[src/include/sha256_k.svh]
`ifndef SHA256_K_SVH
`define SHA256_K_SVH

////////////////////////////////////////////////////////////
// SHA-256 round constants
// First 32 bits of the fractional parts of the cube roots
// of the first 64 primes

// Rounds 0 to 15
localparam sha_pkg::word_t sha256_k [64] = '{
	32'h428a2f98, 32'h71374491, 32'hb5c0fbcf, 32'he9b5dba5,
	32'h3956c25b, 32'h59f111f1, 32'h923f82a4, 32'hab1c5ed5,
	32'hd807aa98, 32'h12835b01, 32'h243185be, 32'h550c7dc3,
	32'h72be5d74, 32'h80deb1fe, 32'h9bdc06a7, 32'hc19bf174,
	// Rounds 16 to 31
	32'he49b69c1, 32'hefbe4786, 32'h0fc19dc6, 32'h240ca1cc,
	32'h2de92c6f, 32'h4a7484aa, 32'h5cb0a9dc, 32'h76f988da,
	32'h983e5152, 32'ha831c66d, 32'hb00327c8, 32'hbf597fc7,
	32'hc6e00bf3, 32'hd5a79147, 32'h06ca6351, 32'h14292967,
	// Rounds 32 to 47
	32'h27b70a85, 32'h2e1b2138, 32'h4d2c6dfc, 32'h53380d13,
	32'h650a7354, 32'h766a0abb, 32'h81c2c92e, 32'h92722c85,
	32'ha2bfe8a1, 32'ha81a664b, 32'hc24b8b70, 32'hc76c51a3,
	32'hd192e819, 32'hd6990624, 32'hf40e3585, 32'h106aa070,
	// Rounds 48 to 63
	32'h19a4c116, 32'h1e376c08, 32'h2748774c, 32'h34b0bcb5,
	32'h391c0cb3, 32'h4ed8aa4a, 32'h5b9cca4f, 32'h682e6ff3,
	32'h748f82ee, 32'h78a5636f, 32'h84c87814, 32'h8cc70208,
	32'h90befffa, 32'ha4506ceb, 32'hbef9a3f7, 32'hc67178f2
};

////////////////////////////////////////////////////////////
// Initial hash values
// Fractional parts of the square roots of the first 8 primes

// Index 0 is word a, index 7 is word h
localparam sha_pkg::word_t sha256_h0 [8] = '{
	32'h6a09e667,
	32'hbb67ae85,
	32'h3c6ef372,
	32'ha54ff53a,
	32'h510e527f,
	32'h9b05688c,
	32'h1f83d9ab,
	32'h5be0cd19
};

`endif

[src/hw/sha_pkg.sv]
`default_nettype none

package sha_pkg;

	////////////////////////////////////////////////////////////
	// Widths that carry a meaning

	// One message or hash word, big-endian byte order
	typedef logic [31:0] word_t;

	// Valid bytes in a word, 0 to 4, taken from the top byte down
	typedef logic [2:0] byte_cnt_t;

	// Final digest, word a in bits 255:224
	typedef logic [255:0] digest_t;

	// Message length in bytes
	typedef logic [31:0] msg_len_t;

	// Lane number
	typedef logic [1:0] lane_idx_t;

	// Credit counters, wide enough to hold 16
	typedef logic [4:0] credit_cnt_t;

	////////////////////////////////////////////////////////////
	// Array sizing and credit pools

	// Hashing lanes in the array
	localparam int NUM_LANES = 4;
	// Dispatcher word buffer, also the sender credit pool
	localparam int IN_DEPTH = 16;
	// Block buffer in each lane, also the per-lane credit pool
	localparam int LANE_DEPTH = 16;
	// Digests in flight toward the receiver
	localparam int OUT_CREDITS = 2;

	// Lane FSM
	typedef enum logic [2:0] {
		IDLE,
		FILL,
		PAD,
		PRECOMPUTE,
		COMPRESS,
		BLOCK_DONE,
		DONE
	} lane_state_t;

endpackage

`default_nettype wire

[src/hw/sha256_msg_dispatch.sv]
`timescale 1ns/10ps
`default_nettype none

module sha256_msg_dispatch (
	input  wire                           clk,
	input  wire                           rst,
	input  wire                           in_valid,
	input  wire sha_pkg::word_t           in_word,
	input  wire sha_pkg::byte_cnt_t       in_bytes,
	input  wire                           in_last,
	input  wire [sha_pkg::NUM_LANES-1:0]  lane_credit,
	output logic                          in_credit,
	output logic [sha_pkg::NUM_LANES-1:0] lane_valid,
	output sha_pkg::word_t                lane_word,
	output sha_pkg::byte_cnt_t            lane_bytes,
	output logic                          lane_last
);

	////////////////////////////////////////////////////////////
	// Input word buffer

	sha_pkg::word_t     fifo_word  [sha_pkg::IN_DEPTH];
	sha_pkg::byte_cnt_t fifo_bytes [sha_pkg::IN_DEPTH];
	logic               fifo_last  [sha_pkg::IN_DEPTH];

	logic [$clog2(sha_pkg::IN_DEPTH)-1:0] wr_ptr;
	logic [$clog2(sha_pkg::IN_DEPTH)-1:0] rd_ptr;
	logic [$clog2(sha_pkg::IN_DEPTH):0]   count;

	// Credits held toward each lane
	sha_pkg::credit_cnt_t lane_cred [sha_pkg::NUM_LANES];
	// Lane that owns the message at the head of the buffer
	sha_pkg::lane_idx_t   target;
	logic                 pop;

	// Head word leaves when the target lane has room
	assign pop       = (count != '0) && (lane_cred[target] != '0);
	// Each pop frees one slot for the sender
	assign in_credit = pop;

	// Head word is broadcast, only the target lane sees valid
	assign lane_word  = fifo_word[rd_ptr];
	assign lane_bytes = fifo_bytes[rd_ptr];
	assign lane_last  = fifo_last[rd_ptr];

	always_comb begin
		for (int i = 0; i < sha_pkg::NUM_LANES; i++) begin
			lane_valid[i] = pop && (target == sha_pkg::lane_idx_t'(i));
		end
	end

	// Storage only, the sender never overruns its credits
	always_ff @(posedge clk) begin
		if (in_valid) begin
			fifo_word[wr_ptr]  <= in_word;
			fifo_bytes[wr_ptr] <= in_bytes;
			fifo_last[wr_ptr]  <= in_last;
		end
	end

	////////////////////////////////////////////////////////////
	// Pointers, occupancy, lane credits and round-robin target

	always_ff @(posedge clk) begin
		if (rst) begin
			wr_ptr <= '0;
			rd_ptr <= '0;
			count  <= '0;
			target <= '0;
			for (int i = 0; i < sha_pkg::NUM_LANES; i++) begin
				lane_cred[i] <= sha_pkg::credit_cnt_t'(sha_pkg::LANE_DEPTH);
			end
		end else begin
			if (in_valid) begin
				wr_ptr <= wr_ptr + 1'b1;
			end
			if (pop) begin
				rd_ptr <= rd_ptr + 1'b1;
			end
			case ({in_valid, pop})
				2'b10:   count <= count + 1'b1;
				2'b01:   count <= count - 1'b1;
				default: count <= count;
			endcase
			// Whole messages stay on one lane, move on after the last word
			if (pop && fifo_last[rd_ptr]) begin
				target <= (target == sha_pkg::NUM_LANES - 1) ? '0 : target + 1'b1;
			end
			// Spend on send, earn back as the lane drains its block buffer
			for (int i = 0; i < sha_pkg::NUM_LANES; i++) begin
				lane_cred[i] <= lane_cred[i]
					+ sha_pkg::credit_cnt_t'(lane_credit[i])
					- sha_pkg::credit_cnt_t'(lane_valid[i]);
			end
		end
	end

endmodule

`default_nettype wire

[config.mk]
export PLATFORM = sky130hd
export DESIGN_NAME = sha256_msg_dispatch
export DESIGN_NICKNAME = d
export VERILOG_FILES = /design/src/include/sha256_k.svh /design/src/hw/sha_pkg.sv /design/src/hw/sha256_msg_dispatch.sv
export SDC_FILE = /design/constraint.sdc
export NUM_CORES = 1
export LEC_CHECK = 0
export BUFFER_PORTS_ARGS = -buffer_cell sky130_fd_sc_hd__buf_4
export CAP_MARGIN = 0
export CORE_AREA = 2 2 235 237
export CTS_BUF_LIST = sky130_fd_sc_hd__clkbuf_8
export DETAILED_ROUTE_END_ITERATION = 6
export DIE_AREA = 0 0 237 239
export PLACE_DENSITY = 0.63
export SYNTH_ARGS = -nofsm -noshare
export SYNTH_HDL_FRONTEND = slang
export SYNTH_SLANG_ARGS = --single-unit
[constraint.sdc]
create_clock -name clk -period 7.55 [get_ports clk]
set_input_delay 1.51 -clock clk [delete_from_list [all_inputs] [get_ports clk]]
set_output_delay 1.51 -clock clk [all_outputs]
set_load 0.02 [all_outputs]
==> summary.md <==
| Metric | Value |
|---|---|
| CTS tree | yes |
| CTS Buf Count | 97 |
| H-tree lvl count | 3 |
| Die Area | 56,600 sq um |
| R2r endpoint | count[4] |
| Int Pwr | 0.00611 W |
| Yosys top cell area share | 0.715 |
| Fin Setup TNS | 0 ns |
| Clk network pwr share | 0.293 |
| DR DRC count | 0 |
| Initial antenna violation count | 4 |
| Finished Layout Cells | approximately 2,000 |
| Net Switching | 0.00231 W |
| Row Count | 86 |
| CTS Sinks | 617 |
| Yosys top cell by area | edfxtp_1 |
| Combinational power share | 0.228 |
| WP data arrival | 3.62 ns |
| First-pass GRT wire length | between 70 and 80 mm |
| WL final | 49.9 mm |
| F_max | between 150 and 200 MHz |
| Critical path endpoint category | primary output |
| Hold depth | 2 |
| RSZ-0062 raised after global routing | no |
| Worst setup SP type | flip-flop |
| Syn avg cell area | 22.8 sq um |
| Post-DR wirelength/cell | 25.0 um |
| Vias per Instance | 5.54 |
| Synthesized cell area | approximately 24,000 sq um |
| Worst path cell trace | buf_4, mux4_1, mux4_2, buf_4 |
| Max_cap viols | 0 |
| Setup violators final | 0 |
| Die height | 239 um |
| Hold_sp | count[4] |
| Post-synth cell types | 39 |
| Largest net degree at the start of global routing | 69 |
| Placed Instance Area | 25,600 sq um |
| #FFs+latches synth | 617 |
| Worst-skew pair later-pin latency | between 0.6 and 0.7 ns |
| Final Max Tran Viols | 0 |
| Top cells by area, synth | edfxtp_1 (72%), mux4_2 (13%), mux4_1 (3.9%), dfxtp_1 (3.4%), ha_1 (1.7%) |
| Routability congestion estimate | 0.683 |
| Worst-path fanout max | 48 |
| Port bufs | 83 |
| Final Hold Fails | 0 |
| Pre-antenna DRT Iters | 5 |
| Pwr/cell area | 309 nW/um^2 |
| Clock root buffer | clkbuf_8 |
| R2r setup slk | roughly 3.9 ns |
| Post-CTS setup repair buffer count | 0 |
| Status | complete, no violations |
| Worst min path class | flip-flop to flip-flop |
| Die X | 237 um |
| Hold buffers post-CTS | 0 |
| Fin nets | 1,301 |
| Buffer and inverter count on the worst path | 2 |
| Final ANT Viol Nets | 0 |
| Clock skew after layout | between 0.03 and 0.04 ns |
| I/O pins | 84 |
| Worst Hold End | count[4] |
| Ys Warns | 0 |
| DP HPWL | 25.3 mm |
| Crit share post-route | 0.679 |
| Area grow syn2layout | 12.6% |
| Slowest cell on crit path | dfxtp_4 |
| LEAKAGE | 8.94 nW |
| CTS Buffer Depth | 3 |
| Vias | around 11,000 |
| Global route overflow | 0 |
| Delay-heaviest family, CP | multiplexers |
| Worst-path clk slew | 0.06 ns |
| Syn nets | ~1,100 |
| Vias in the first global route | 11,800 |
| Crit path time final | 5.13 ns |
| Final Util | 0.501 |
| Classification of the worst setup path | flip-flop to primary output |
| Critical Path RT | 6.04 ns |
| Flop pwr share | 0.478 |
| Sw Share | 0.274 |
| Synth Instances | 1,062 |
| Iteration-0 DRC Markers | 1,015 |
| Peak VDD IR | ~0.16 mV |
| Slowest stage delay, CP | approximately 0.96 ns |
| Worst reg-to-reg path cell count | 12 |
| Seq/Total Area, Yosys | 0.749 |
| Worst slew pin tran | 0.980 ns |
| Design area | 27,200 sq um |
| CORE AREA | 54,300 sq um |
| CTS resizes | 0 |
| Initial Util | 0.445 |
| Dpl cells | 1,825 |
| Worst rel slew slack | 0.347 |
| CP most frequent cell | buf_4 |
| Gr usage total | 0.180 |
| Tot Pwr | 0.00842 W |
| Layout cells sized above 1 | 0.296 |
-- logic make-up (layout without fill, tap and decap cells) --
group,Yosys count,count (layout),share of synthesized area
adder cells (fa/ha/maj),38,38,0.0212
flip-flops,617,617,0.749
XOR/XNOR,22,22,0.00797
AO/OA/AOI/OAI,32,32,0.00875
other,0,2,0
buffers and inverters,86,309,0.0201
AND/OR/NAND/NOR,81,81,0.0172
multiplexers,186,186,0.175
-- stage by stage --
step / hold WS, ns / worst slack (ns)
3_5_place_dp: 0.485 / 2.98
6_report: 0.492 / 2.42
2_1_floorplan: 0.453 / 4.11
3_3_place_gp: 0.472 / 3.02
5_1_grt: 0.507 / 2.14
4_1_cts: 0.495 / 2.22
-- sequential cells by signal, indices dropped and copies added (netlist names), named ones only --
name and flops:
fifo_word 512, fifo_bytes 48, lane_cred 20, fifo_last 16, count 5, rd_ptr 4, wr_ptr 4, target 2
-- cell usage after synthesis, drive strengths merged --
cell     number
nand3         1
dfxtp        41
clkbuf       17
nor4b         2
a21oi        14
inv          39
o21ai         1
buf          30
a31o          1
or4           1
a221oi        2
xnor2         9
mux2          1
ha           33
fa            5
nand4         2
nand2         8
nor3          3
nor2         29
mux4        179
and3          2
a211oi        1
nor3b         1
o31ai         1
mux2i         6
xor2         13
edfxtp      576
nor2b         9
and2         20
a2bb2oi       1
nor4          3
a41o          1
a21o          9
a211o         1
-- per-layer routing --
metal,track usage,share of wire
met3,0.0344,0.062
met2,0.296,0.50
met1,0.245,0.42
met4,0.0560,0.014
met5,0,0.00048
-- area by class of cell --
class,count,area [sq um]
fill,4317,27100
tap,704,881
clock buffer,97,1340
sequential,617,18100
clock inverter,67,335
antenna,2,5.00
timing repair buffer,106,808
multi-input combinational,359,5590
inverter,39,146
-- cells in the final DEF, fill, tap and decap left out, types with 3 or more instances in the layout --
master	Yosys	layout
a21o_1	9	9
a21oi_1	14	14
and2_1	20	4
and2_2	0	16
buf_4	0	105
clkbuf_8	0	97
clkinv_1	0	11
clkinv_2	0	5
clkinvlp_4	0	3
dfxtp_1	41	37
dfxtp_4	0	3
edfxtp_1	576	576
fa_1	5	5
ha_1	33	33
inv_1	39	81
inv_8	0	3
mux2i_1	6	6
mux4_1	36	36
mux4_2	143	143
nand2_1	8	8
nor2_1	29	29
nor2b_1	9	9
nor3_1	3	3
nor4_1	3	3
xnor2_1	9	9
xor2_1	13	13
-- power groups by stage --
stage                     clock [W]  sequential (W)  combinational [W]
after floorplan                   0         0.00396            0.00160
after global routing        0.00269         0.00405            0.00210
after global placement            0         0.00410            0.00193
after CTS                   0.00255         0.00403            0.00197
final                       0.00247         0.00403            0.00192
after detailed placement          0         0.00410            0.00196
-- tightest hold or removal path, cell delays in order (launching register included) --
cell and delay (ns):
dfxtp_1 0.32, o31ai_1 0.07, a21oi_1 0.05
-- worst max path at each step --
stage | startpoint | to | slack [ns] | depth (start not counted)
after floorplan | in_valid | fifo_bytes[10][0] | 4.11 | 4
after global placement | flip-flop | lane_word[5] | 3.02 | 4
after detailed placement | flip-flop | lane_word[5] | 2.98 | 4
after CTS | flip-flop | lane_word[5] | 2.22 | 4
after global routing | flip-flop | lane_word[5] | 2.14 | 4
final | flip-flop | lane_word[5] | 2.42 | 4
(Power assumes the default switching activity.)
