File: src/include/sha256_k.svh
`ifndef SHA256_K_SVH
`define SHA256_K_SVH

////////////////////////////////////////////////////////////
// SHA-256 round constants
// First 32 bits of the fractional parts of the cube roots
// of the first 64 primes

// Rounds 0 to 15
localparam sha_pkg::word_t sha256_k [64] = '{
	32'h428a2f98, 32'h71374491, 32'hb5c0fbcf, 32'he9b5dba5,
	32'h3956c25b, 32'h59f111f1, 32'h923f82a4, 32'hab1c5ed5,
	32'hd807aa98, 32'h12835b01, 32'h243185be, 32'h550c7dc3,
	32'h72be5d74, 32'h80deb1fe, 32'h9bdc06a7, 32'hc19bf174,
	// Rounds 16 to 31
	32'he49b69c1, 32'hefbe4786, 32'h0fc19dc6, 32'h240ca1cc,
	32'h2de92c6f, 32'h4a7484aa, 32'h5cb0a9dc, 32'h76f988da,
	32'h983e5152, 32'ha831c66d, 32'hb00327c8, 32'hbf597fc7,
	32'hc6e00bf3, 32'hd5a79147, 32'h06ca6351, 32'h14292967,
	// Rounds 32 to 47
	32'h27b70a85, 32'h2e1b2138, 32'h4d2c6dfc, 32'h53380d13,
	32'h650a7354, 32'h766a0abb, 32'h81c2c92e, 32'h92722c85,
	32'ha2bfe8a1, 32'ha81a664b, 32'hc24b8b70, 32'hc76c51a3,
	32'hd192e819, 32'hd6990624, 32'hf40e3585, 32'h106aa070,
	// Rounds 48 to 63
	32'h19a4c116, 32'h1e376c08, 32'h2748774c, 32'h34b0bcb5,
	32'h391c0cb3, 32'h4ed8aa4a, 32'h5b9cca4f, 32'h682e6ff3,
	32'h748f82ee, 32'h78a5636f, 32'h84c87814, 32'h8cc70208,
	32'h90befffa, 32'ha4506ceb, 32'hbef9a3f7, 32'hc67178f2
};

////////////////////////////////////////////////////////////
// Initial hash values
// Fractional parts of the square roots of the first 8 primes

// Index 0 is word a, index 7 is word h
localparam sha_pkg::word_t sha256_h0 [8] = '{
	32'h6a09e667,
	32'hbb67ae85,
	32'h3c6ef372,
	32'ha54ff53a,
	32'h510e527f,
	32'h9b05688c,
	32'h1f83d9ab,
	32'h5be0cd19
};

`endif

File: src/hw/sha_pkg.sv
`default_nettype none

package sha_pkg;

	////////////////////////////////////////////////////////////
	// Widths that carry a meaning

	// One message or hash word, big-endian byte order
	typedef logic [31:0] word_t;

	// Valid bytes in a word, 0 to 4, taken from the top byte down
	typedef logic [2:0] byte_cnt_t;

	// Final digest, word a in bits 255:224
	typedef logic [255:0] digest_t;

	// Message length in bytes
	typedef logic [31:0] msg_len_t;

	// Lane number
	typedef logic [1:0] lane_idx_t;

	// Credit counters, wide enough to hold 16
	typedef logic [4:0] credit_cnt_t;

	////////////////////////////////////////////////////////////
	// Array sizing and credit pools

	// Hashing lanes in the array
	localparam int NUM_LANES = 4;
	// Dispatcher word buffer, also the sender credit pool
	localparam int IN_DEPTH = 16;
	// Block buffer in each lane, also the per-lane credit pool
	localparam int LANE_DEPTH = 16;
	// Digests in flight toward the receiver
	localparam int OUT_CREDITS = 2;

	// Lane FSM
	typedef enum logic [2:0] {
		IDLE,
		FILL,
		PAD,
		PRECOMPUTE,
		COMPRESS,
		BLOCK_DONE,
		DONE
	} lane_state_t;

endpackage

`default_nettype wire

File: src/hw/sha256_digest_collect.sv
`timescale 1ns/10ps
`default_nettype none

module sha256_digest_collect (
	input  wire                                                   clk,
	input  wire                                                   rst,
	input  wire [sha_pkg::NUM_LANES-1:0]                          digest_ready,
	input  wire [sha_pkg::NUM_LANES*$bits(sha_pkg::digest_t)-1:0] lane_digest,
	input  wire                                                   out_credit,
	output logic [sha_pkg::NUM_LANES-1:0]                         digest_take,
	output logic                                                  out_valid,
	output sha_pkg::digest_t                                      out_digest
);

	////////////////////////////////////////////////////////////
	// In-order pick under receiver credits

	// Lane holding the oldest outstanding message
	sha_pkg::lane_idx_t   ptr;
	sha_pkg::credit_cnt_t credits;
	logic                 take;

	assign take = digest_ready[ptr] && (credits != '0);

	// At most one lane is released per cycle
	always_comb begin
		for (int i = 0; i < sha_pkg::NUM_LANES; i++) begin
			digest_take[i] = take && (ptr == sha_pkg::lane_idx_t'(i));
		end
	end

	// Digest register, refreshed on each take
	always_ff @(posedge clk) begin
		if (take) begin
			out_digest <= lane_digest[ptr*$bits(sha_pkg::digest_t) +: $bits(sha_pkg::digest_t)];
		end
	end

	always_ff @(posedge clk) begin
		if (rst) begin
			ptr       <= '0;
			credits   <= sha_pkg::credit_cnt_t'(sha_pkg::OUT_CREDITS);
			out_valid <= 1'b0;
		end else begin
			// one-cycle strobe
			out_valid <= take;
			if (take) begin
				ptr <= (ptr == sha_pkg::NUM_LANES - 1) ? '0 : ptr + 1'b1;
			end
			case ({out_credit, take})
				2'b10:   credits <= credits + 1'b1;
				2'b01:   credits <= credits - 1'b1;
				default: credits <= credits;
			endcase
		end
	end

endmodule

`default_nettype wire

File: config.mk
export PLATFORM = sky130hd
export DESIGN_NAME = sha256_digest_collect
export DESIGN_NICKNAME = d
export VERILOG_FILES = /design/src/include/sha256_k.svh /design/src/hw/sha_pkg.sv /design/src/hw/sha256_digest_collect.sv
export SDC_FILE = /design/constraint.sdc
export NUM_CORES = 1
export LEC_CHECK = 0
export ABC_CLOCK_PERIOD_IN_PS = 6800
export BUFFER_PORTS_ARGS = -buffer_cell sky130_fd_sc_hd__buf_4
export CORE_AREA = 4 4 502 504
export CTS_CLUSTER_SIZE = 30
export DETAILED_ROUTE_END_ITERATION = 16
export DIE_AREA = 0 0 506 508
export GPL_ROUTABILITY_DRIVEN = 0
export SYNTH_ARGS = -nofsm -noshare
export SYNTH_HDL_FRONTEND = slang
export SYNTH_SLANG_ARGS = --single-unit
export TNS_END_PERCENT = 100
File: constraint.sdc
create_clock -name clk -period 6.8 [get_ports clk]
set_input_delay 0.34 -clock clk [delete_from_list [all_inputs] [get_ports clk]]
set_output_delay 0.34 -clock clk [all_outputs]
set_load 0.02 [all_outputs]
==> flow_metrics.py, run 1 <==
metrics = {
    "worst_hold_path": {
        "hold_start": "lane_digest[217]",
        "holdPathStages": 2,
        "hold_path_class": "primary input to flop",
        "min_to": "out_digest[217]",
    },
    "floorplan": {
        "die_h_um": 508,
        "start_util": 0.0580,
        "fp.dieW_um": 506,
        "coreArea_sq_mm": 0.248,
        "core.rowCount": 183,
        "die_area_sq_mm": 0.257,
        "pin_count": 1292,
    },
    "worst_setup_path": {
        "start_kind": "flop",
        "path_class": "flop to flop",
        "cpLargestDelayFamily": "compound AO/OA/AOI/OAI gates",
        "worstReg2RegEnd": "credits[4]",
        "cp_slowest_cell": "dfxtp_4",
        "crit_path_end_kind": "flop",
        "cp_common_cell": "ha_1",
        "ff2ff_setup_slack_ns": 2.97,
        "cp.arrival_ns": 4.35,
        "cp-startpoint": "ptr[0]",
        "cp_slowest_stage_delay_ns": 0.91,
        "worstPathCellList": "mux4_2 -> o21a_4 -> ha_1 -> xor2_1 -> ha_1 -> o21ai_0 -> a21oi_1 -> o32ai_1 -> mux2_2",
        "required_ns": 7.32,
        "crit_buf_inv": 0,
        "worst-path-max-fanout": 43,
        "reg2reg_from": "ptr[0]",
        "r2r_cells": 9,
    },
    "yosys": {
        "synth_top_area_frac": 0.535,
        "syn_area_sq_mm": 0.0144,
        "synth.area.top_cells": "edfxtp_1 (54%), mux4_2 (40%), buf_2 (1.1%)",
        "synth_top_cell_by_area": "edfxtp_1",
        "ys_ff_latch": 264,
        "netlist_instances": 643,
        "ys_warn_count": 0,
        "synthDistinctLibCells": 33,
        "synth_area_per_cell_sq_um": 22.3,
        "synth_fp_nets": 1682,
        "yosysSeqAreaShare": 0.546,
    },
    "finish": {
        "stdcell_area_sq_mm": 0.0298,
        "nets": 2983,
        "layout-area-overhead-vs-synth_pct": 107,
        "drive_above_1_share": 0.824,
        "final_cell_mix": "buf_4 (1,306), mux4_2 (257), edfxtp_1 (256)",
        "final_common_cell": "buf_4",
    },
    "global_routing": {
        "antenna_found_initial": 373,
        "grt_pass1_vias": 15816,
        "grt.busiest_layer": "met2",
        "gr-usage-met1": 0.164,
        "grt_usage": 0.163,
        "gr-total-overflow": 0,
        "met3_usage": 0.114,
        "grt_start_max_net_pins": 96,
        "grt_use_met2": 0.255,
        "grt_pass1_wl_um": 253000,
    },
    "clocking": {
        "path_clk_slew_ns": 0.06,
        "clkSinkCount": 264,
        "cts_buffers": 42,
        "cts-root-buf": "clkbuf_16",
        "ctsLongestPathBuffers": 3,
        "ctsResizeCount": 0,
        "cts_tree": "done",
        "insertion_delay_ns": 0.65,
        "cts-htree-levels": 2,
    },
    "drt": {
        "viasPerCell": 3.02,
        "drt_first_pass_iters": 5,
        "wirelength_um": 219000,
        "drt_iter0_drc": 1462,
        "vias": 16339,
        "wl_per_cell_um": 40.6,
        "drc": 0,
        "ant_nets": 0,
    },
    "sta": {
        "finalHoldViolCount": 0,
        "whs_ns": 0.0757,
        "maxSlewHeadroom": 0.361,
        "setup_tns_ns": 0,
        "max_freq_mhz": 261,
        "period_minus_slack_ns": 3.83,
        "fin_crit_sh": 0.563,
        "tightest_slew_ns": 0.958,
        "drv_slew": 0,
        "skew_ns": 0.0246,
        "setup_viol": 0,
        "grt_setup_unrepaired": "no",
    },
    "power": {
        "powerDensity_mw_per_mm2": 433,
        "leakagePower_nw": 11.1,
        "ir_drop_uv": 295,
        "power.total_mw": 12.9,
    },
    "job": {
        "max-cap-violations": 0,
    },
    "status": {
        "status": "complete, no violations",
    },
    "placed_design": {
        "postPlaceCellArea_sq_mm": 0.0281,
        "port_buffers": 1291,
        "hpwl_um": 203000,
    },
}
[through the flow]
step / utilization / cells / setup slack (ns)
5_1_grt: 0.120 / 5373 / 2.68
2_1_floorplan: - / 643 / 2.87
4_1_cts: 0.119 / 5305 / 2.83
3_5_place_dp: 0.113 / 5216 / 2.95
3_3_place_gp: 0.113 / 5216 / 3.03
6_report: 0.120 / 5406 / 2.97
[worst max-delay path by stage]
stage,slack [ns],end,cells after the start
after CTS,2.83,digest_take[1],5
after global routing,2.68,credits[4],9
after global placement,3.03,credits[4],9
final,2.97,credits[4],9
after floorplan,2.87,credits[4],12
after detailed placement,2.95,credits[4],9
[layer usage]
layer,vias to the layer above,part of all wire
met1,7889,0.33
met4,178,0.062
met5,-,0.0062
li1,5703,-
met2,1872,0.44
met3,697,0.16
[layout make-up]
| class | instances | area [sq um] |
|---|---|---|
| Antenna cell | 101 | 253 |
| Fill cell | 28156 | 218000 |
| Timing Repair Buffer | 1321 | 9960 |
| Clock inverter | 22 | 178 |
| Tap cell | 3330 | 4170 |
| Clock buffer | 53 | 1160 |
| Sequential cell | 264 | 7860 |
| Multi-Input combinational cell | 310 | 6190 |
| Inverter | 5 | 18.8 |
[cell families (layout without fill, tap and decap cells)]
logic type / after synthesis / in the layout / share of synthesized area
other cells: 0 / 101 / 0
simple gates: 23 / 23 / 0.00897
mux: 261 / 261 / 0.406
buf+inv: 69 / 1401 / 0.0229
compound gates: 15 / 15 / 0.00697
xor+xnor: 3 / 3 / 0.00183
fa+ha+maj: 8 / 8 / 0.00697
flops: 264 / 264 / 0.546
[Yosys cell counts]
master / number
mux4_2: 257
edfxtp_1: 256
buf_2: 32
buf_1: 17
clkbuf_1: 9
dfxtp_1: 8
ha_1: 8
nor2_1: 6
inv_1: 5
nor2b_1: 5
a21oi_1: 4
and2_1: 4
buf_4: 4
mux2i_1: 3
o21ai_0: 3
buf_6: 2
nand2_1: 2
nor3b_1: 2
xor2_1: 2
a2111oi_0: 1
a211o_1: 1
a21o_1: 1
a311o_1: 1
a31oi_1: 1
and3b_1: 1
mux2_2: 1
nor3_1: 1
o21a_1: 1
o31ai_1: 1
o32ai_1: 1
or3_1: 1
or4_1: 1
xnor2_1: 1
[registers in the layout, indices dropped and copies added, names as in the netlist]
signal / flops
credits: 5
out_digest: 256
out_valid: 1
ptr: 2
[power breakdown]
part           leakage, nW  switching, mW  total, mW  internal [mW]
clock network        0.647          0.961       2.24           1.27
registers             2.55          0.451       3.58           3.13
logic                 7.94           4.26       7.08           2.82
[what timing repair did]
item	in CTS	in global routing
setup buffers	0	0
hold buffers	14	0
setup endpoints to repair	0	0
hold endpoints to repair	14	0
Note: power is estimated with default switching activity, not from simulation.
==> run 2, diff against run 1 <==
- ABC_CLOCK_PERIOD_IN_PS: 6800 -> 3330
- CORE_AREA: 4 4 502 504 -> 4 4 497 499
- DIE_AREA: 0 0 506 508 -> 0 0 501 503
- clock period: 6.8 -> 3.33 ns (I/O delays scaled with it)
==> run 2 against run 1 <==
Effect of this change:
- critical path depth down 5
- maximum frequency up 31%
- global-route usage down 0.42 points
- clock skew up 0.0030 ns
- wire length down 4.1%
- utilization up 2.3 points
- critical endpoint is now out_digest[97]
- largest power group unchanged
==> flow_metrics.py, run 2 (synthesized netlist as in run 1, its figures left out) <==
metrics = {
    "sta": {
        "drv_slew": 0,
        "maxSlewHeadroom": 0.411,
        "finalHoldViolCount": 0,
        "max_freq_mhz": 342,
        "fin_crit_sh": 0.879,
        "setup_tns_ns": 0,
        "period_minus_slack_ns": 2.93,
        "skew_ns": 0.0276,
        "tightest_slew_ns": 0.884,
        "grt_setup_unrepaired": "no",
        "setup_viol": 0,
    },
    "finish": {
        "drive_above_1_share": 0.659,
        "largest_register_ffs": 256,
        "top_regs": "out_digest (256), credits (5), ptr (2)",
        "nets": 3482,
        "final_common_cell": "buf_4",
        "stdcell_area_sq_mm": 0.0347,
        "final_cell_mix": "buf_4 (1,300), dlygate4sd3_1 (513), mux4_2 (257)",
        "layout-area-overhead-vs-synth_pct": 142,
        "top_register": "out_digest",
    },
    "placed_design": {
        "port_buffers": 1291,
        "postPlaceCellArea_sq_mm": 0.0280,
        "hpwl_um": 190000,
    },
    "power": {
        "ir_drop_uv": 516,
        "powerDensity_mw_per_mm2": 832,
        "power.total_mw": 28.9,
        "leakagePower_nw": 13.2,
    },
    "global_routing": {
        "grt_pass1_wl_um": 245000,
        "grt_pass1_vias": 18042,
        "antenna_found_initial": 342,
        "grt_usage": 0.159,
        "gr-total-overflow": 0,
        "grt_start_max_net_pins": 99,
    },
    "worst_setup_path": {
        "cp.arrival_ns": 3.32,
        "start_kind": "flop",
        "cp_slowest_stage_delay_ns": 0.61,
        "worstPathCellList": "buf_12 -> buf_12 -> mux4_2 -> dlygate4sd3_1",
        "required_ns": 3.72,
        "cp-startpoint": "ptr[0]",
        "path_class": "flop to flop",
        "reg2reg_from": "ptr[0]",
        "cp_common_cell": "buf_12",
        "worst-path-max-fanout": 87,
        "cp_slowest_cell": "mux4_2",
        "crit_path_end_kind": "flop",
    },
    "floorplan": {
        "die_h_um": 503,
        "core.rowCount": 181,
        "start_util": 0.0592,
        "coreArea_sq_mm": 0.243,
        "die_area_sq_mm": 0.252,
        "pin_count": 1292,
        "fp.dieW_um": 501,
    },
    "clocking": {
        "postCtsSetupRepairBufs": 0,
        "ctsLongestPathBuffers": 3,
        "cts-htree-levels": 2,
        "cts_tree": "done",
        "clkSinkCount": 264,
        "cts_buffers": 43,
        "insertion_delay_ns": 0.66,
        "ctsResizeCount": 0,
        "path_clk_slew_ns": 0.05,
        "cts-root-buf": "clkbuf_16",
    },
    "drt": {
        "vias": 18015,
        "drt_first_pass_iters": 5,
        "drt_iter0_drc": 1686,
        "wl_per_cell_um": 36.4,
        "ant_nets": 0,
        "viasPerCell": 3.12,
        "wirelength_um": 210000,
        "drc": 0,
    },
    "job": {
        "max-cap-violations": 0,
    },
    "worst_hold_path": {
        "hold_start": "out_credit",
        "hold_path_class": "primary input to flop",
    },
    "status": {
        "status": "complete, no violations",
    },
}
## run 2: final timing paths
| path | to | slack, ns | cells past startpoint |
|---|---|---|---|
| max reg2reg | out_digest[97] | 0.40 | 4 |
| min | credits[3] | 0.30 | 5 |
| max | out_digest[97] | 0.40 | 4 |
| min reg2reg | credits[4] | 0.60 | 2 |
## run 2: through the flow
stage | cells | setup slack, ns | util | hold slack (ns)
6_report | 5775 | 0.404 | 0.143 | 0.297
5_1_grt | 5722 | 0.269 | 0.143 | 0.317
4_1_cts | 5677 | 0.372 | 0.142 | 0.192
3_5_place_dp | 5087 | 0.473 | 0.115 | 0.447
3_3_place_gp | 5087 | 0.573 | 0.115 | 0.431
2_1_floorplan | 643 | 0.000755 | - | 0.410
## run 2: where the power goes
group	internal, mW	leakage [nW]	total, mW	switching [mW]
Sequential	6.38	2.55	7.19	0.804
Clock	2.74	0.656	4.71	1.97
Combinational	7.98	10.0	17.0	9.03
Total	17.1	13.2	28.9	11.8
## run 2: timing repair
action | CTS | global route
endpoints found under the setup margin | 0 | 0
hold endpoints to repair | 264 | 0
hold buffers | 513 | 0
## run 2: area by class of cell
cell class	count	area [sq um]
inverters	5	18.8
diodes	98	245
repair buffers	1819	15000
clock buffers	56	1150
clock inverters	21	243
multi-input cells	310	6200
flip-flops and latches	264	7860
well taps	3202	4010
fillers	27049	208000
## run 2: per-layer routing
layer  wire, um  up-vias  part of all wire  track usage
li1           -     6716                 -            -
met1      70100     8618              0.33        0.162
met2      91100     1766              0.43        0.248
met3      36700      681              0.17        0.115
met4      10900      234             0.052       0.0631
met5       1650        -            0.0078       0.0173
## run 2: worst max-delay path, delay by kind of cell, from the launching register on
| kind | cells | cell delay, ns |
|---|---|---|
| flip-flops | 1 | 0.36 |
| multiplexers | 1 | 0.61 |
| buffers and inverters | 3 | 1.38 |
