[src/include/sha256_k.svh]
`ifndef SHA256_K_SVH
`define SHA256_K_SVH

////////////////////////////////////////////////////////////
// SHA-256 round constants
// First 32 bits of the fractional parts of the cube roots
// of the first 64 primes

// Rounds 0 to 15
localparam sha_pkg::word_t sha256_k [64] = '{
	32'h428a2f98, 32'h71374491, 32'hb5c0fbcf, 32'he9b5dba5,
	32'h3956c25b, 32'h59f111f1, 32'h923f82a4, 32'hab1c5ed5,
	32'hd807aa98, 32'h12835b01, 32'h243185be, 32'h550c7dc3,
	32'h72be5d74, 32'h80deb1fe, 32'h9bdc06a7, 32'hc19bf174,
	// Rounds 16 to 31
	32'he49b69c1, 32'hefbe4786, 32'h0fc19dc6, 32'h240ca1cc,
	32'h2de92c6f, 32'h4a7484aa, 32'h5cb0a9dc, 32'h76f988da,
	32'h983e5152, 32'ha831c66d, 32'hb00327c8, 32'hbf597fc7,
	32'hc6e00bf3, 32'hd5a79147, 32'h06ca6351, 32'h14292967,
	// Rounds 32 to 47
	32'h27b70a85, 32'h2e1b2138, 32'h4d2c6dfc, 32'h53380d13,
	32'h650a7354, 32'h766a0abb, 32'h81c2c92e, 32'h92722c85,
	32'ha2bfe8a1, 32'ha81a664b, 32'hc24b8b70, 32'hc76c51a3,
	32'hd192e819, 32'hd6990624, 32'hf40e3585, 32'h106aa070,
	// Rounds 48 to 63
	32'h19a4c116, 32'h1e376c08, 32'h2748774c, 32'h34b0bcb5,
	32'h391c0cb3, 32'h4ed8aa4a, 32'h5b9cca4f, 32'h682e6ff3,
	32'h748f82ee, 32'h78a5636f, 32'h84c87814, 32'h8cc70208,
	32'h90befffa, 32'ha4506ceb, 32'hbef9a3f7, 32'hc67178f2
};

////////////////////////////////////////////////////////////
// Initial hash values
// Fractional parts of the square roots of the first 8 primes

// Index 0 is word a, index 7 is word h
localparam sha_pkg::word_t sha256_h0 [8] = '{
	32'h6a09e667,
	32'hbb67ae85,
	32'h3c6ef372,
	32'ha54ff53a,
	32'h510e527f,
	32'h9b05688c,
	32'h1f83d9ab,
	32'h5be0cd19
};

`endif

[src/hw/sha_pkg.sv]
`default_nettype none

package sha_pkg;

	////////////////////////////////////////////////////////////
	// Widths that carry a meaning

	// One message or hash word, big-endian byte order
	typedef logic [31:0] word_t;

	// Valid bytes in a word, 0 to 4, taken from the top byte down
	typedef logic [2:0] byte_cnt_t;

	// Final digest, word a in bits 255:224
	typedef logic [255:0] digest_t;

	// Message length in bytes
	typedef logic [31:0] msg_len_t;

	// Lane number
	typedef logic [1:0] lane_idx_t;

	// Credit counters, wide enough to hold 16
	typedef logic [4:0] credit_cnt_t;

	////////////////////////////////////////////////////////////
	// Array sizing and credit pools

	// Hashing lanes in the array
	localparam int NUM_LANES = 4;
	// Dispatcher word buffer, also the sender credit pool
	localparam int IN_DEPTH = 16;
	// Block buffer in each lane, also the per-lane credit pool
	localparam int LANE_DEPTH = 16;
	// Digests in flight toward the receiver
	localparam int OUT_CREDITS = 2;

	// Lane FSM
	typedef enum logic [2:0] {
		IDLE,
		FILL,
		PAD,
		PRECOMPUTE,
		COMPRESS,
		BLOCK_DONE,
		DONE
	} lane_state_t;

endpackage

`default_nettype wire

[src/hw/sha256_lane.sv]
`timescale 1ns/10ps
`default_nettype none

module sha256_lane (
	input  wire                     clk,
	input  wire                     rst,
	input  wire                     word_valid,
	input  wire sha_pkg::word_t     word,
	input  wire sha_pkg::byte_cnt_t bytes,
	input  wire                     last,
	input  wire                     digest_take,
	output logic                    word_credit,
	output logic                    digest_ready,
	output sha_pkg::digest_t        digest
);

	`include "sha256_k.svh"

	////////////////////////////////////////////////////////////
	// Round helpers

	function automatic sha_pkg::word_t rotr(input sha_pkg::word_t x, input int n);
		return (x >> n) | (x << (32 - n));
	endfunction

	// Upper case sigma, used on a and e
	function automatic sha_pkg::word_t bsig0(input sha_pkg::word_t x);
		return rotr(x, 2) ^ rotr(x, 13) ^ rotr(x, 22);
	endfunction

	function automatic sha_pkg::word_t bsig1(input sha_pkg::word_t x);
		return rotr(x, 6) ^ rotr(x, 11) ^ rotr(x, 25);
	endfunction

	// Lower case sigma, message schedule
	function automatic sha_pkg::word_t ssig0(input sha_pkg::word_t x);
		return rotr(x, 7) ^ rotr(x, 18) ^ (x >> 3);
	endfunction

	function automatic sha_pkg::word_t ssig1(input sha_pkg::word_t x);
		return rotr(x, 17) ^ rotr(x, 19) ^ (x >> 10);
	endfunction

	////////////////////////////////////////////////////////////
	// Block buffer, filled by the dispatcher under credits

	sha_pkg::word_t     fifo_word  [sha_pkg::LANE_DEPTH];
	sha_pkg::byte_cnt_t fifo_bytes [sha_pkg::LANE_DEPTH];
	logic               fifo_last  [sha_pkg::LANE_DEPTH];

	logic [$clog2(sha_pkg::LANE_DEPTH)-1:0] wr_ptr;
	logic [$clog2(sha_pkg::LANE_DEPTH)-1:0] rd_ptr;
	logic [$clog2(sha_pkg::LANE_DEPTH):0]   count;

	sha_pkg::lane_state_t state;
	logic                 start;
	logic                 pop;

	// Words placed in W for this block, 0 to 16
	logic [4:0]        fill_cnt;
	logic [5:0]        round;
	sha_pkg::msg_len_t msg_len;
	// Last word of the message is already in W
	logic              msg_end;
	// The 0x80 marker has been written
	logic              pad_done;
	logic              last_block;
	logic              put_80;
	logic              put_len;

	// Schedule window, w[0] is W[t] during round t
	sha_pkg::word_t w     [16];
	sha_pkg::word_t w_pad [16];
	sha_pkg::word_t w_next;

	// Chaining values and working variables
	sha_pkg::word_t hc [8];
	sha_pkg::word_t a, b, c, d, e, f, g, h;
	// h + K + W for the coming round
	sha_pkg::word_t hkw;
	sha_pkg::word_t t1;
	sha_pkg::word_t t2;

	// New message only once the previous digest is gone
	assign start       = (state == sha_pkg::IDLE) && (count != '0) && !digest_ready;
	assign pop         = (state == sha_pkg::FILL) && (count != '0);
	assign word_credit = pop;
	assign digest      = {hc[0], hc[1], hc[2], hc[3], hc[4], hc[5], hc[6], hc[7]};

	always_ff @(posedge clk) begin
		if (word_valid) begin
			fifo_word[wr_ptr]  <= word;
			fifo_bytes[wr_ptr] <= bytes;
			fifo_last[wr_ptr]  <= last;
		end
	end

	always_ff @(posedge clk) begin
		if (rst) begin
			wr_ptr <= '0;
			rd_ptr <= '0;
			count  <= '0;
		end else begin
			if (word_valid) begin
				wr_ptr <= wr_ptr + 1'b1;
			end
			if (pop) begin
				rd_ptr <= rd_ptr + 1'b1;
			end
			case ({word_valid, pop})
				2'b10:   count <= count + 1'b1;
				2'b01:   count <= count - 1'b1;
				default: count <= count;
			endcase
		end
	end

	////////////////////////////////////////////////////////////
	// Padding

	// Marker fits unless a full 64-byte block ended the message
	assign put_80  = msg_end && !pad_done && ((msg_len[5:0] != 6'd0) || (fill_cnt != 5'd16));
	// Length needs bytes 56 to 63 free; second block always has room
	assign put_len = msg_end && (pad_done || (put_80 && (msg_len[5:0] <= 6'd55)));

	always_comb begin
		for (int i = 0; i < 16; i++) begin
			// Unfilled words are cleared
			w_pad[i] = (i < fill_cnt) ? w[i] : '0;
			if (put_80 && (i == msg_len[5:2])) begin
				// Keep the valid bytes, marker right after them
				case (msg_len[1:0])
					2'd0: w_pad[i] = 32'h8000_0000;
					2'd1: w_pad[i] = {w[i][31:24], 24'h80_0000};
					2'd2: w_pad[i] = {w[i][31:16], 16'h8000};
					2'd3: w_pad[i] = {w[i][31:8], 8'h80};
				endcase
			end
		end
		// 64-bit big-endian bit count, top bits always zero here
		if (put_len) begin
			w_pad[14] = {29'd0, msg_len[31:29]};
			w_pad[15] = {msg_len[28:0], 3'd0};
		end
	end

	////////////////////////////////////////////////////////////
	// Round datapath

	assign w_next = ssig1(w[14]) + w[9] + ssig0(w[1]) + w[0];
	assign t1     = bsig1(e) + ((e & f) ^ (~e & g)) + hkw;
	assign t2     = bsig0(a) + ((a & b) ^ (a & c) ^ (b & c));

	////////////////////////////////////////////////////////////
	// Control FSM

	always_ff @(posedge clk) begin
		if (rst) begin
			state        <= sha_pkg::IDLE;
			digest_ready <= 1'b0;
			fill_cnt     <= '0;
			round        <= '0;
			msg_end      <= 1'b0;
			pad_done     <= 1'b0;
			last_block   <= 1'b0;
		end else begin
			if (digest_take) begin
				digest_ready <= 1'b0;
			end
			case (state)
				sha_pkg::IDLE: begin
					if (start) begin
						fill_cnt   <= '0;
						msg_end    <= 1'b0;
						pad_done   <= 1'b0;
						last_block <= 1'b0;
						state      <= sha_pkg::FILL;
					end
				end
				sha_pkg::FILL: begin
					if (pop) begin
						fill_cnt <= fill_cnt + 1'b1;
						if (fifo_last[rd_ptr]) begin
							msg_end <= 1'b1;
							state   <= sha_pkg::PAD;
						end else if (fill_cnt == 5'd15) begin
							state <= sha_pkg::PAD;
						end
					end
				end
				sha_pkg::PAD: begin
					if (put_80) begin
						pad_done <= 1'b1;
					end
					last_block <= put_len;
					state      <= sha_pkg::PRECOMPUTE;
				end
				sha_pkg::PRECOMPUTE: begin
					round <= '0;
					state <= sha_pkg::COMPRESS;
				end
				sha_pkg::COMPRESS: begin
					round <= round + 1'b1;
					if (round == 6'd63) begin
						state <= sha_pkg::BLOCK_DONE;
					end
				end
				sha_pkg::BLOCK_DONE: begin
					fill_cnt <= '0;
					// Padding that did not fit goes in an extra block
					if (last_block) begin
						state <= sha_pkg::DONE;
					end else if (msg_end) begin
						state <= sha_pkg::PAD;
					end else begin
						state <= sha_pkg::FILL;
					end
				end
				sha_pkg::DONE: begin
					digest_ready <= 1'b1;
					state        <= sha_pkg::IDLE;
				end
				default: state <= sha_pkg::IDLE;
			endcase
		end
	end

	////////////////////////////////////////////////////////////
	// Hash datapath

	always_ff @(posedge clk) begin
		case (state)
			sha_pkg::IDLE: begin
				if (start) begin
					msg_len <= '0;
					for (int i = 0; i < 8; i++) begin
						hc[i] <= sha256_h0[i];
					end
				end
			end
			sha_pkg::FILL: begin
				if (pop) begin
					w[fill_cnt[3:0]] <= fifo_word[rd_ptr];
					msg_len          <= msg_len + sha_pkg::msg_len_t'(fifo_bytes[rd_ptr]);
				end
			end
			sha_pkg::PAD: begin
				for (int i = 0; i < 16; i++) begin
					w[i] <= w_pad[i];
				end
			end
			sha_pkg::PRECOMPUTE: begin
				hkw <= hc[7] + sha256_k[0] + w[0];
				a   <= hc[0];
				b   <= hc[1];
				c   <= hc[2];
				d   <= hc[3];
				e   <= hc[4];
				f   <= hc[5];
				g   <= hc[6];
				h   <= hc[7];
			end
			sha_pkg::COMPRESS: begin
				// Slide the window and extend the schedule in place
				for (int i = 0; i < 15; i++) begin
					w[i] <= w[i + 1];
				end
				if (round < 6'd48) begin
					w[15] <= w_next;
				end
				// Next round's h is today's g; index wraps harmlessly at round 63
				hkw <= g + sha256_k[round + 6'd1] + w[1];
				h   <= g;
				g   <= f;
				f   <= e;
				e   <= d + t1;
				d   <= c;
				c   <= b;
				b   <= a;
				a   <= t1 + t2;
			end
			sha_pkg::BLOCK_DONE: begin
				hc[0] <= hc[0] + a;
				hc[1] <= hc[1] + b;
				hc[2] <= hc[2] + c;
				hc[3] <= hc[3] + d;
				hc[4] <= hc[4] + e;
				hc[5] <= hc[5] + f;
				hc[6] <= hc[6] + g;
				hc[7] <= hc[7] + h;
			end
			default: begin
			end
		endcase
	end

endmodule

`default_nettype wire

[config.mk]
export PLATFORM = sky130hd
export DESIGN_NAME = sha256_lane
export DESIGN_NICKNAME = d
export VERILOG_FILES = /design/src/hw/sha_pkg.sv /design/src/hw/sha256_lane.sv
export VERILOG_INCLUDE_DIRS = /design/src /design/src/include
export SDC_FILE = /design/constraint.sdc
export NUM_CORES = 2
export LEC_CHECK = 0
export BUFFER_PORTS_ARGS = -buffer_cell sky130_fd_sc_hd__buf_4
export CORE_MARGIN = 10
export CORE_UTILIZATION = 64
export DETAILED_ROUTE_END_ITERATION = 7
export PLACE_DENSITY_LB_ADDON = 0.05
export SYNTH_ARGS = -nofsm -noshare
export SYNTH_HDL_FRONTEND = slang
export SYNTH_SLANG_ARGS = --single-unit
[constraint.sdc]
create_clock -name clk -period 12.5 [get_ports clk]
set_input_delay 0.625 -clock clk [delete_from_list [all_inputs] [get_ports clk]]
set_output_delay 0.625 -clock clk [all_outputs]
set_load 0.05 [all_outputs]
==> results.json <==
{
  "p_int_uw": 15100,
  "rr_startpoint": "round[0]",
  "ctsRootBufferMaster": "clkbuf_16",
  "holdPathEnd": "fifo_word[7][29]",
  "clk_latency_ns": 0.88,
  "grt_pass1_wl_um": 482000,
  "core_area_mm2": 0.154,
  "required_ns": 12.99,
  "min-delay-start": "word[29]",
  "total_power_uw": 26500,
  "crit_type": "flip-flop to flip-flop",
  "combinationalPowerShare_pct": 48.2,
  "min_path_cells": 1,
  "place_ws_ns": 5.37,
  "status": "finished, violations left",
  "start_util_pct": 64.4,
  "syn_inst": 8663,
  "p_leak_uw": 0.0429,
  "cp-end-kind": "flip-flop",
  "cts_buffer_depth": 3,
  "rr_worst_depth": 23,
  "postRouteAntennaNets": 0,
  "syn_avg_cell_area_um2": 11.5,
  "rows": 144,
  "ys.flop_type": "edfxtp_1",
  "crit_path_start_kind": "flip-flop",
  "layout-drive-gt1-share_pct": 10.3,
  "final_cells": 10900,
  "rrSetupSlack_ns": 4.95,
  "slew_viol_final": 0,
  "post-route-drc-count": 2,
  "period_share_pct": 60.4,
  "hold_violations": 0,
  "violations": "DRC",
  "vias": 74000,
  "cts.sinks": 1699,
  "vias_per_cell": 6.77,
  "clk_pin_slew_ns": 0.06,
  "ys_seq_elements": 1699,
  "gp_congestion": 1.06,
  "die_area_mm2": 0.171,
  "rsz0062_at_grt": "false",
  "firstDrtPassIters": 8,
  "synth_top_area_share_pct": 50.3,
  "postCtsResizedCells": 0,
  "hold_buffers": 0,
  "grt_max_degree": 235,
  "tightest_slew_ns": 1.41,
  "gr-total-overflow": 0,
  "tritoncts": "built",
  "fin_area_mm2": 0.108,
  "fillers": 10800,
  "worst_slack_ns": 4.95,
  "hold_path.class": "primary input to flip-flop",
  "syn_nets": 9372,
  "io_pins": 298,
  "postCtsSetupRepairBufs": 0,
  "grt_pass1_vias": 71200,
  "grt_use_total_pct": 38.3,
  "crit_arrival_ns": 8.04,
  "p_sw_uw": 11400,
  "synth.area.top_cells": "edfxtp_1, ha_1, a21o_1, nand2_1, mux4_2",
  "fmax_ghz": 0.132,
  "ys.warnings.count": 0,
  "fin_nets": 9458,
  "synth_area_mm2": 0.0993,
  "relSlewSlack_pct": 4.98,
  "fp.dieH_um": 414,
  "routed_wl_um": 335000,
  "yosysTopAreaCell": "edfxtp_1",
  "tns_ns": 0,
  "dp_hpwl_um": 234000,
  "synth_cell_types": 108,
  "clockPowerShare_pct": 19.9,
  "area_delta_synth_final_pct": 9.21,
  "synth-async-reset-ratio_pct": 0,
  "place_area_mm2": 0.103,
  "wire_per_inst_um": 30.7,
  "drtIter0Drc": 10800,
  "htree_num_levels": 4,
  "antenna_found_initial": 8,
  "drv_cap": 0,
  "dpl.cell_count": 10600,
  "period_needed_ns": 7.55,
  "p_sw_share_pct": 43.0,
  "synth_edf_count": 1664,
  "portBuffers": 297,
  "yosysSeqAreaShare_pct": 51.1,
  "p_seq_share_pct": 31.9,
  "setup_viol": 0,
  "numCtsBuffers": 175,
  "ir_worst_vdd_mv": 0.246,
  "r2r-end": "hkw[30]",
  "die_w_um": 414,
  "powerDensity_mw_per_mm2": 244,
  "fin_skew_ns": 0.106,
  "crit_path_max_fanout": 72
}
## state kept, by name, summed over array words and instances, names as in the netlist, 6 cells and up, named ones only
signal	flops
a	32
g	32
e	32
f	32
hkw	32
w	512
fifo_last	16
hc	256
msg_len	32
c	32
d	32
b	32
fifo_bytes	48
fifo_word	512
round	6
h	32
## layout by cell type (no fill, tap or decap), types with 32 or more instances in the layout
master,Yosys,routed
a211oi_1,72,72
a21o_1,650,650
a21oi_1,510,510
a221o_1,45,45
a31oi_1,65,65
and2_1,61,42
and3_1,89,89
buf_4,4,399
clkbuf_1,363,41
clkbuf_16,0,176
clkinv_1,0,36
edfxtp_1,1664,1664
fa_1,170,170
ha_1,499,498
inv_1,495,494
mux2i_1,47,47
mux4_2,171,171
nand2_1,1032,1027
nand2b_1,70,70
nand3_1,108,108
nand4_1,37,37
nor2_1,485,484
nor2b_1,58,57
nor3_1,107,107
o211ai_1,32,32
o21a_1,65,65
o21ai_0,436,435
o21ai_1,52,53
o21bai_1,43,43
or3_1,47,47
xnor2_1,375,372
xor2_1,268,266
## how the worst max path moves through the flow
stage	depth (start not counted)	start	slack, ns	to
floorplan	9	state[2]	4.86	a[0]
global placement	23	round[0]	5.43	hkw[30]
detailed placement	23	round[0]	5.37	hkw[30]
CTS	23	round[0]	5.32	hkw[30]
global route	23	round[0]	4.76	hkw[30]
finish	23	round[0]	4.95	hkw[30]
## Yosys cell counts, types with 70 or more instances
cell type and number:
edfxtp_1 1664, nand2_1 1032, a21o_1 650, a21oi_1 510, ha_1 499, inv_1 495
nor2_1 485, o21ai_0 436, xnor2_1 375, clkbuf_1 363, xor2_1 268, mux4_2 171
fa_1 170, nand3_1 108, nor3_1 107, and3_1 89, a211oi_1 72, nand2b_1 70
## stage by stage
step | hold WS (ns) | util (%)
after floorplan | 0.459 | -
after global placement | 0.471 | 66.7
after detailed placement | 0.487 | 66.7
after CTS | 0.00406 | 70.4
after global routing | 0.0377 | 70.4
final | 0.0319 | 70.4
## per-layer routing
metal  up-vias  GRT usage [%]  part of all wire, %
met5         -              0                0.014
met4         8           24.8                  8.2
met3      1131           8.61                   11
met2      5121           58.9                   45
met1     36000           49.0                   36
li1      31700              -                    -
## final cells by class
class | instances | area [um^2] | area share, %
Clock buffer | 226 | 4680 | 4.32
Multi-Input combinational cell | 5975 | 44600 | 41.1
Antenna cell | 5 | 12.5 | 0.0115
Sequential cell | 1699 | 50700 | 46.8
Timing Repair Buffer | 400 | 3020 | 2.78
Tap cell | 2044 | 2560 | 2.36
Clock inverter | 95 | 1020 | 0.941
Inverter | 498 | 1880 | 1.73
## power groups by stage
stage,sequential [uW],clock (uW),combinational (uW)
finish,8450,5270,12800
global route,8470,5490,13700
CTS,8410,5270,12500
detailed placement,8510,0,12300
global placement,8500,0,12200
floorplan,9100,0,8180
## worst max-delay path, cell delays in order (launching register included)
cell and delay (ns):
dfxtp_1 0.31, buf_4 0.42, ha_1 0.25, inv_1 0.08, ha_2 0.81, buf_4 0.73, nor2_1 0.13, a22oi_1 0.20
a21oi_1 0.09, a2111oi_0 1.00, o31a_1 0.34, fa_1 0.44, inv_1 0.06, ha_1 0.27, a21oi_1 0.15, o21ai_0 0.11
a221o_1 0.30, a31oi_1 0.32, a31oi_1 0.23, nand4_1 0.16, a31oi_1 0.12, and3b_1 0.20, a2111oi_0 0.34, a21oi_1 0.09
## logic make-up after synthesis
family          synth area share [%]
compound gates                  14.8
xor+xnor                        5.67
fa+ha+maj                       9.77
buf+inv                         4.19
flops                           51.1
mux                             4.72
simple gates                    9.80
No activity file was read; power rests on OpenSTA's default activity.
